`src/hw/la_settings.svh`:
```
`ifndef LA_SETTINGS_SVH
`define LA_SETTINGS_SVH

`define LA_NUM_REGS         32

// 3R opcodes, inst[31:15]
`define LA_OP_ADD_W         17'h00020
`define LA_OP_SUB_W         17'h00022
`define LA_OP_SLT           17'h00024
`define LA_OP_SLTU          17'h00025
`define LA_OP_AND           17'h00029
`define LA_OP_OR            17'h0002a
`define LA_OP_XOR           17'h0002b

// 2RI12 opcodes, inst[31:22]
`define LA_OP_SLTI          10'h008
`define LA_OP_SLTUI         10'h009
`define LA_OP_ADDI_W        10'h00a
`define LA_OP_ANDI          10'h00d
`define LA_OP_ORI           10'h00e
`define LA_OP_XORI          10'h00f
`define LA_OP_LD_W          10'h0a2
`define LA_OP_ST_W          10'h0a6

// 1RI20 opcodes, inst[31:25]
`define LA_OP_LU12I_W       7'h0a
`define LA_OP_PCADDU12I     7'h0e

`define LA_ALUOP_ADD        8'h01
`define LA_ALUOP_SUB        8'h02
`define LA_ALUOP_SLT        8'h03
`define LA_ALUOP_SLTU       8'h04
`define LA_ALUOP_AND        8'h05
`define LA_ALUOP_OR         8'h06
`define LA_ALUOP_XOR        8'h07
`define LA_ALUOP_LD         8'h08
`define LA_ALUOP_ST         8'h09
`define LA_ALUOP_LUI        8'h0a
`define LA_ALUOP_PCADD      8'h0b

`define LA_ALUSEL_ARITH     3'd1
`define LA_ALUSEL_LOGIC     3'd2
`define LA_ALUSEL_MEM       3'd3
`define LA_ALUSEL_IMM       3'd4

`endif

```
`src/hw/la_pkg.sv`:
```
`default_nettype none

package la_pkg;

`include "la_settings.svh"

    typedef logic [31:0] word_t;                            // Data, pc or instruction
    typedef logic [$clog2(`LA_NUM_REGS)-1:0] reg_addr_t;
    typedef logic [7:0] aluop_t;
    typedef logic [2:0] alusel_t;

    // Verdict of one format decoder
    typedef struct packed {
        logic      hit;
        logic      reg_write_en;
        aluop_t    aluop;
        alusel_t   alusel;
        word_t     imm;
        logic      reg1_read_en;
        logic      reg2_read_en;
        reg_addr_t reg1_addr;
        reg_addr_t reg2_addr;
        reg_addr_t wr_addr;
    } dec_bus_t;

    typedef struct packed {
        logic      valid;
        logic      ine;                                     // Instruction not exist
        word_t     pc;
        word_t     inst;
        logic      reg_write_en;
        aluop_t    aluop;
        alusel_t   alusel;
        word_t     imm;
        logic      reg1_read_en;
        logic      reg2_read_en;
        reg_addr_t reg1_addr;
        reg_addr_t reg2_addr;
        reg_addr_t wr_addr;
        word_t     reg1_data;
        word_t     reg2_data;
        logic      pre_taken;
        word_t     pre_addr;
    } id_ex_t;

endpackage

`default_nettype wire

```
`src/hw/id_fmt_3r.sv`:
```
`timescale 1ns/1ns
`default_nettype none

`include "la_settings.svh"

module id_fmt_3r (
    input  la_pkg::word_t    inst,
    output la_pkg::dec_bus_t dec
);
    import la_pkg::*;

    logic    hit;
    aluop_t  aluop;
    alusel_t alusel;

    always_comb begin
        hit    = 1'b1;
        aluop  = '0;
        alusel = `LA_ALUSEL_ARITH;
        case (inst[31:15])
            `LA_OP_ADD_W: aluop = `LA_ALUOP_ADD;
            `LA_OP_SUB_W: aluop = `LA_ALUOP_SUB;
            `LA_OP_SLT:   aluop = `LA_ALUOP_SLT;
            `LA_OP_SLTU:  aluop = `LA_ALUOP_SLTU;
            `LA_OP_AND: begin
                aluop  = `LA_ALUOP_AND;
                alusel = `LA_ALUSEL_LOGIC;
            end
            `LA_OP_OR: begin
                aluop  = `LA_ALUOP_OR;
                alusel = `LA_ALUSEL_LOGIC;
            end
            `LA_OP_XOR: begin
                aluop  = `LA_ALUOP_XOR;
                alusel = `LA_ALUSEL_LOGIC;
            end
            default: hit = 1'b0;
        endcase
    end

    always_comb begin
        dec = '0;
        if (hit) begin
            dec.hit          = 1'b1;
            dec.reg_write_en = 1'b1;
            dec.aluop        = aluop;
            dec.alusel       = alusel;
            dec.reg1_read_en = 1'b1;
            dec.reg2_read_en = 1'b1;
            dec.reg1_addr    = inst[9:5];                   // rj
            dec.reg2_addr    = inst[14:10];                 // rk
            dec.wr_addr      = inst[4:0];                   // rd
        end
    end

endmodule

`default_nettype wire

```
`src/hw/id_fmt_2ri12.sv`:
```
`timescale 1ns/1ns
`default_nettype none

`include "la_settings.svh"

module id_fmt_2ri12 (
    input  la_pkg::word_t    inst,
    output la_pkg::dec_bus_t dec
);
    import la_pkg::*;

    logic [11:0] imm12;
    logic        hit;
    logic        zext;
    logic        store;
    aluop_t      aluop;
    alusel_t     alusel;

    assign imm12 = inst[21:10];

    always_comb begin
        hit    = 1'b1;
        zext   = 1'b0;
        store  = 1'b0;
        aluop  = '0;
        alusel = `LA_ALUSEL_ARITH;
        case (inst[31:22])
            `LA_OP_SLTI:   aluop = `LA_ALUOP_SLT;
            `LA_OP_SLTUI:  aluop = `LA_ALUOP_SLTU;
            `LA_OP_ADDI_W: aluop = `LA_ALUOP_ADD;
            `LA_OP_ANDI, `LA_OP_ORI, `LA_OP_XORI: begin
                zext   = 1'b1;                              // Logic ops take unsigned imm
                alusel = `LA_ALUSEL_LOGIC;
                case (inst[31:22])
                    `LA_OP_ANDI: aluop = `LA_ALUOP_AND;
                    `LA_OP_ORI:  aluop = `LA_ALUOP_OR;
                    default:     aluop = `LA_ALUOP_XOR;
                endcase
            end
            `LA_OP_LD_W: begin
                aluop  = `LA_ALUOP_LD;
                alusel = `LA_ALUSEL_MEM;
            end
            `LA_OP_ST_W: begin
                store  = 1'b1;
                aluop  = `LA_ALUOP_ST;
                alusel = `LA_ALUSEL_MEM;
            end
            default: hit = 1'b0;
        endcase
    end

    always_comb begin
        dec = '0;
        if (hit) begin
            dec.hit          = 1'b1;
            dec.reg_write_en = !store;
            dec.aluop        = aluop;
            dec.alusel       = alusel;
            dec.imm          = zext ? {20'b0, imm12} : {{20{imm12[11]}}, imm12};
            dec.reg1_read_en = 1'b1;
            dec.reg2_read_en = store;                       // Store data comes from rd
            dec.reg1_addr    = inst[9:5];
            dec.reg2_addr    = store ? inst[4:0] : '0;
            dec.wr_addr      = store ? '0 : inst[4:0];
        end
    end

endmodule

`default_nettype wire

```
`src/hw/id_fmt_1ri20.sv`:
```
`timescale 1ns/1ns
`default_nettype none

`include "la_settings.svh"

module id_fmt_1ri20 (
    input  la_pkg::word_t    inst,
    output la_pkg::dec_bus_t dec
);
    import la_pkg::*;

    logic   hit;
    aluop_t aluop;

    always_comb begin
        hit   = 1'b1;
        aluop = '0;
        case (inst[31:25])
            `LA_OP_LU12I_W:   aluop = `LA_ALUOP_LUI;
            `LA_OP_PCADDU12I: aluop = `LA_ALUOP_PCADD;    // Execute adds pc
            default:          hit   = 1'b0;
        endcase
    end

    always_comb begin
        dec = '0;
        if (hit) begin
            dec.hit          = 1'b1;
            dec.reg_write_en = 1'b1;
            dec.aluop        = aluop;
            dec.alusel       = `LA_ALUSEL_IMM;
            dec.imm          = {inst[24:5], 12'b0};
            dec.wr_addr      = inst[4:0];
        end
    end

endmodule

`default_nettype wire

```
`src/hw/id.sv`:
```
`timescale 1ns/1ns
`default_nettype none

module id (
    input  logic             clk,                           // Checking only
    input  logic             arst_n,
    input  la_pkg::word_t    inst,
    output la_pkg::dec_bus_t dec,
    output logic             ine
);
    import la_pkg::*;

    dec_bus_t   dec_3r;
    dec_bus_t   dec_2ri12;
    dec_bus_t   dec_1ri20;
    logic [2:0] hits;

    id_fmt_3r id_fmt_3r_inst (
        .inst (inst),
        .dec  (dec_3r)
    );

    id_fmt_2ri12 id_fmt_2ri12_inst (
        .inst (inst),
        .dec  (dec_2ri12)
    );

    id_fmt_1ri20 id_fmt_1ri20_inst (
        .inst (inst),
        .dec  (dec_1ri20)
    );

    assign hits = {dec_1ri20.hit, dec_2ri12.hit, dec_3r.hit};

    always_comb begin
        case (hits)
            3'b001:  dec = dec_3r;
            3'b010:  dec = dec_2ri12;
            3'b100:  dec = dec_1ri20;
            default: dec = '0;
        endcase
    end

    assign ine = (hits == '0);                              // Nobody claims it

    // Opcode spaces of the three formats must not overlap
    assert property (@(posedge clk) disable iff (!arst_n) $onehot0(hits))
        else $error("id: more than one format decoder hit, hits=%b", hits);

endmodule

`default_nettype wire

```
`src/hw/regfile.sv`:
```
`timescale 1ns/1ns
`default_nettype none

`include "la_settings.svh"

module regfile (
    input  logic              clk,
    input  logic              arst_n,
    input  logic              wb_en,
    input  la_pkg::reg_addr_t wb_addr,
    input  la_pkg::word_t     wb_data,
    input  logic              rd1_en,
    input  logic              rd2_en,
    input  la_pkg::reg_addr_t rd1_addr,
    input  la_pkg::reg_addr_t rd2_addr,
    output la_pkg::word_t     rd1_data,
    output la_pkg::word_t     rd2_data
);
    import la_pkg::*;

    word_t regs [`LA_NUM_REGS];

    always_ff @(posedge clk or negedge arst_n) begin
        if (!arst_n) begin
            for (int i = 0; i < `LA_NUM_REGS; i++) begin
                regs[i] <= '0;
            end
        end else if (wb_en && wb_addr != '0) begin
            regs[wb_addr] <= wb_data;
        end
    end

    function automatic word_t read_port(input logic en, input reg_addr_t addr);
        word_t data;
        if (!en || addr == '0) begin
            data = '0;
        end else if (wb_en && wb_addr == addr) begin
            data = wb_data;                                 // Bypass same-cycle write
        end else begin
            data = regs[addr];
        end
        return data;
    endfunction

    always_comb begin
        rd1_data = read_port(rd1_en, rd1_addr);
        rd2_data = read_port(rd2_en, rd2_addr);
    end

    assert property (@(posedge clk) disable iff (!arst_n) regs[0] == '0)
        else $error("regfile: r0 holds %h", regs[0]);

endmodule

`default_nettype wire

```
`src/hw/id_stage.sv`:
```
`timescale 1ns/1ns
`default_nettype none

module id_stage (
    input  logic              clk,
    input  logic              arst_n,
    input  logic              valid,
    input  la_pkg::word_t     pc,
    input  la_pkg::word_t     inst,
    input  logic              pre_taken,
    input  la_pkg::word_t     pre_addr,
    input  logic              stall,
    input  logic              flush,
    input  logic              wb_en,
    input  la_pkg::reg_addr_t wb_addr,
    input  la_pkg::word_t     wb_data,
    output la_pkg::id_ex_t    id_ex
);
    import la_pkg::*;

    dec_bus_t dec;
    logic     ine;
    word_t    reg1_data;
    word_t    reg2_data;
    id_ex_t   ex_next;

    id id_inst (
        .clk    (clk),
        .arst_n (arst_n),
        .inst   (inst),
        .dec    (dec),
        .ine    (ine)
    );

    regfile regfile_inst (
        .clk      (clk),
        .arst_n   (arst_n),
        .wb_en    (wb_en),
        .wb_addr  (wb_addr),
        .wb_data  (wb_data),
        .rd1_en   (dec.reg1_read_en),
        .rd2_en   (dec.reg2_read_en),
        .rd1_addr (dec.reg1_addr),
        .rd2_addr (dec.reg2_addr),
        .rd1_data (reg1_data),
        .rd2_data (reg2_data)
    );

    always_comb begin
        ex_next              = '0;
        ex_next.valid        = valid;
        ex_next.ine          = valid && ine;
        ex_next.pc           = pc;
        ex_next.inst         = inst;
        ex_next.reg_write_en = dec.reg_write_en;
        ex_next.aluop        = dec.aluop;
        ex_next.alusel       = dec.alusel;
        ex_next.imm          = dec.imm;
        ex_next.reg1_read_en = dec.reg1_read_en;
        ex_next.reg2_read_en = dec.reg2_read_en;
        ex_next.reg1_addr    = dec.reg1_addr;
        ex_next.reg2_addr    = dec.reg2_addr;
        ex_next.wr_addr      = dec.wr_addr;
        ex_next.reg1_data    = reg1_data;
        ex_next.reg2_data    = reg2_data;
        ex_next.pre_taken    = pre_taken;
        ex_next.pre_addr     = pre_addr;
    end

    always_ff @(posedge clk or negedge arst_n) begin
        if (!arst_n) begin
            id_ex <= '0;
        end else if (flush) begin                           // Flush beats stall
            id_ex.valid <= 1'b0;
            id_ex.ine   <= 1'b0;
        end else if (!stall) begin
            id_ex <= ex_next;
        end
    end

    assert property (@(posedge clk) disable iff (!arst_n) flush |=> !id_ex.valid)
        else $error("id_stage: valid still high after flush");

endmodule

`default_nettype wire

```
`config.mk`:
```
export PLATFORM = sky130hd
export DESIGN_NAME = id_stage
export DESIGN_NICKNAME = d
export VERILOG_FILES = /design/src/hw/la_pkg.sv /design/src/hw/id_fmt_3r.sv /design/src/hw/id_fmt_2ri12.sv /design/src/hw/id_fmt_1ri20.sv /design/src/hw/id.sv /design/src/hw/regfile.sv /design/src/hw/id_stage.sv
export VERILOG_INCLUDE_DIRS = /design/src /design/src/hw
export SDC_FILE = /design/constraint.sdc
export NUM_CORES = 2
export LEC_CHECK = 0
export ABC_AREA = 1
export BUFFER_PORTS_ARGS = -buffer_cell sky130_fd_sc_hd__buf_2
export CAP_MARGIN = 30
export CORE_MARGIN = 8
export CORE_UTILIZATION = 40
export CTS_CLUSTER_DIAMETER = 30
export DETAILED_ROUTE_END_ITERATION = 10
export GPL_ROUTABILITY_DRIVEN = 0
export PLACE_DENSITY = 0.54
export SLEW_MARGIN = 20
export SYNTH_ARGS = -nofsm -noshare
export SYNTH_HDL_FRONTEND = slang
export SYNTH_SLANG_ARGS = --single-unit
export TNS_END_PERCENT = 10
```
`constraint.sdc`:
```
create_clock -name clk -period 1.7 [get_ports clk]
set_input_delay 0.17 -clock clk [delete_from_list [all_inputs] [get_ports clk]]
set_output_delay 0.17 -clock clk [all_outputs]
set_load 0.1 [all_outputs]
```
==> results.toml <==
[cts]
cts_buffers = 353
clock-sinks = 1244
cts_tree = "done"
clkSlewWorstSetupHoldPaths_ns = 0.05
clockBufferDepth = 4
htree_num_levels = 5
cts_root_buf = "clkbuf_16"
clock_latency_ns = 0.95

[synthesis]
async_flop_share_pct = 100.0
synth_warnings = 0
synth_top_area_share_pct = 45.11
synth_edf_count = 0
synth_compound_area_share_pct = 12.76
synth_top_flop_cell = "dfrtp_1"
yosys.area_share.adder_pct = 0
synth_largest_area_cell = "dfrtp_1"
muxShareOfSynthArea_pct = 0
netlist_area_sq_um = 69010
synth_top_family_by_area = "simple AND/OR/NAND/NOR gates"
ys_types = 37
yosys_register_bits = 1244
synth.area.top_cells = "dfrtp_1 45%, nand2_1 19%, nand3_1 9.7%, o21ai_0 8.3%, inv_1 4.7%"
synth_xor_xnor_area_share_pct = 0.06346
syn_inst = 10010
yosys.area_share.simple_pct = 32.29
syn_avg_cell_area_sq_um = 6.894
ys_seq_area_share_pct = 45.11

[critical_path]
start_kind = "primary input"
cpMostUsedCell = "nand2_1"
critPathKind = "primary input to flop"
critPathRequiredTime_ns = 2.55
path_cells = "buf_2, nor2_4, nand2_2, nor2_4, nand4_1, nand2_2, nor2_4, nand2_4, buf_12, nand2_8, inv_8, buf_16, buf_4, buf_12, nand2_1, nand3_1, nand2_1, nand2_1, nand2_1, nor2_2, nand2_1, nand3_1, nand2_1, nand2_1"
crit_path_top_delay_cell = "nor2_4"
end_kind = "flop"
path_max_fanout = 21
path_delay_family = "simple AND/OR/NAND/NOR gates"
cp.arrival_ns = 2.84
max_stage_delay_ns = 0.21
path_buf_inv = 6

[grt]
grt_pass1_vias = 73850
antenna_found_initial = 9
grt_pass1_wl_microns = 497400
grt_max_degree = 129
track_usage_pct = 35.26
grt_overflow = 0

[pwr]
pwr_density_cell_nw_per_um2 = 1245
p_comb_share_pct = 14.7
power.switching_uw = 35220
switching_share_pct = 28.26
leakage_uw = 0.04859
p_int_uw = 89400
clkPwrFrac_pct = 54.3
power_frac_seq_pct = 30.9
ir_worst_vdd_uv = 937.0

[timing]
clock_skew_ns = 0.04099
relSlewSlack_pct = 33.61
tightest_slew_ns = 0.9925
setup_viol = 206
fin_crit_sh_pct = 116.9
hold_viol = 0
max_freq_mhz = 503.0
fin_setup_tns_ns = -18.52
min_period_ns = 1.988
setup_slack_ns = -0.2879
worst_hold_slack_ns = 0.05774
drv_slew = 0
rsz0062_at_grt = "true"

[detailed_routing]
vias_per_cell = 5.678
dr.pass1.iters = 9
drc = 0
drt_iter0_markers = 10800
wl_microns = 349000
num_vias = 77450
ant_nets = 0
detail_route.wl_per_cell_microns = 25.59

[finish]
postLayoutCellArea_sq_um = 100100
final_common_cell = "nand2_1"
n_fill_cell = 15210
nets = 11190
drive_above_1_share_pct = 18.38
area_delta_synth_final_pct = 45.08
mostFrequentLayoutCells = "3445 x nand2_1, 1313 x nand3_1, 1193 x dfrtp_1"

[status]
violations = "setup timing"
outcome = "finished with violations"

[die]
io_pins = 364
die_h_microns = 431.4
die_area_sq_um = 186100
coreArea_sq_um = 171500
start_util_pct = 40.23
rows = 152
die-width_microns = 431.4

[worst_hold_path]
holdCritPathClass = "primary input to flop"

[job]
cap_violations = 0

[placed_design]
portBuffers = 359
place_area_sq_um = 79710
hpwl_microns = 212900
-- worst paths after layout --
path | from | end | slack (ns) | cells past startpoint
min reg2reg | regfile_inst.regs[1007]$_DFFE_PN0P_ | regfile_inst.regs[1007]$_DFFE_PN0P_ | 0.40 | 0
min in group asynchronous | arst_n | id_ex[190]$_DFFE_PN0P_ | 0.54 | 3
max reg2reg | regfile_inst.regs[236]$_DFFE_PN0P_ | id_ex[45]$_DFFE_PN0P_ | 0.24 | 11
min | inst[25] | id_ex[148]$_DFFE_PN0P_ | 0.06 | 6
max in group asynchronous | arst_n | regfile_inst.regs[585]$_DFFE_PN0P_ | 0.01 | 5
max | inst[23] | id_ex[67]$_DFFE_PN0P_ | -0.29 | 24
-- layout make-up --
class	instances	area, sq um	area share [%]
tap	2310	2890	2.887
sequential	1244	31190	31.16
clock buffer	467	10060	10.05
inverter	878	3359	3.355
timing repair buffer	1503	18360	18.33
multi-input combinational	7071	32160	32.12
clock inverter	158	2079	2.077
antenna	10	25.02	0.02499
-- worst reg2reg max path, delay by kind of cell (launching register included) --
family	cells	cell delay, ns
DFF	1	0.38
and+or+nand+nor	8	0.66
buffers and inverters	2	0.21
AOI/OAI and AO/OA	1	0.10
-- cells in the mapped netlist (43+ instances only) --
cell and instances:
a21oi_1 318, buf_1 43, buf_2 172, clkbuf_1 574
dfrtp_1 1244, inv_1 864, nand2_1 3490, nand3_1 1336
nand3b_1 69, nor2_1 457, o211ai_1 167, o21ai_0 1151
-- stage by stage --
stage	setup slack, ns	total power, uW	utilization [%]	instances
floorplan	-0.4509	49840	-	10010
global placement	-1.362	54790	46.46	12630
detailed placement	-1.392	55200	46.46	12630
CTS	-0.2029	124400	57.10	13540
global route	-0.3797	129300	58.36	13640
finish	-0.2879	124600	58.37	13640
-- state kept, by name (all words and copies together), names as in the netlist --
signal,cells
regfile_inst.regs,1024
id_ex,220
-- power by group through the flow --
stage          Clock [uW]  Combinational (uW)  Sequential, uW
3_3_place_gp            0               16400           38400
2_1_floorplan           0                9860           40000
6_report            67700               18400           38500
5_1_grt             69700               20500           39000
4_1_cts             68000               18100           38300
3_5_place_dp            0               16700           38500
-- what timing repair did --
action | in CTS | in global routing
buffers inserted | 27 | 59
hold buffers | 257 | 0
setup endpoints to repair | 284 | 320
resized for setup | 888 | 178
endpoints found under the hold margin | 2252 | 0
pin swaps | 26 | 39
gates cloned | 5 | 37
-- cells by family after synthesis --
kind of cell    Yosys count
xor+xnor                  5
simple gates           5392
other cells               1
buf+inv                1703
flops                  1244
compound gates         1666
-- layer usage --
layer / wire, microns / global-route usage [%]
met1: 132700 / 45.40
met2: 154100 / 54.93
met3: 38930 / 7.712
met4: 23240 / 20.10
met5: 13 / 0
Power figures use the tool's default switching activity.
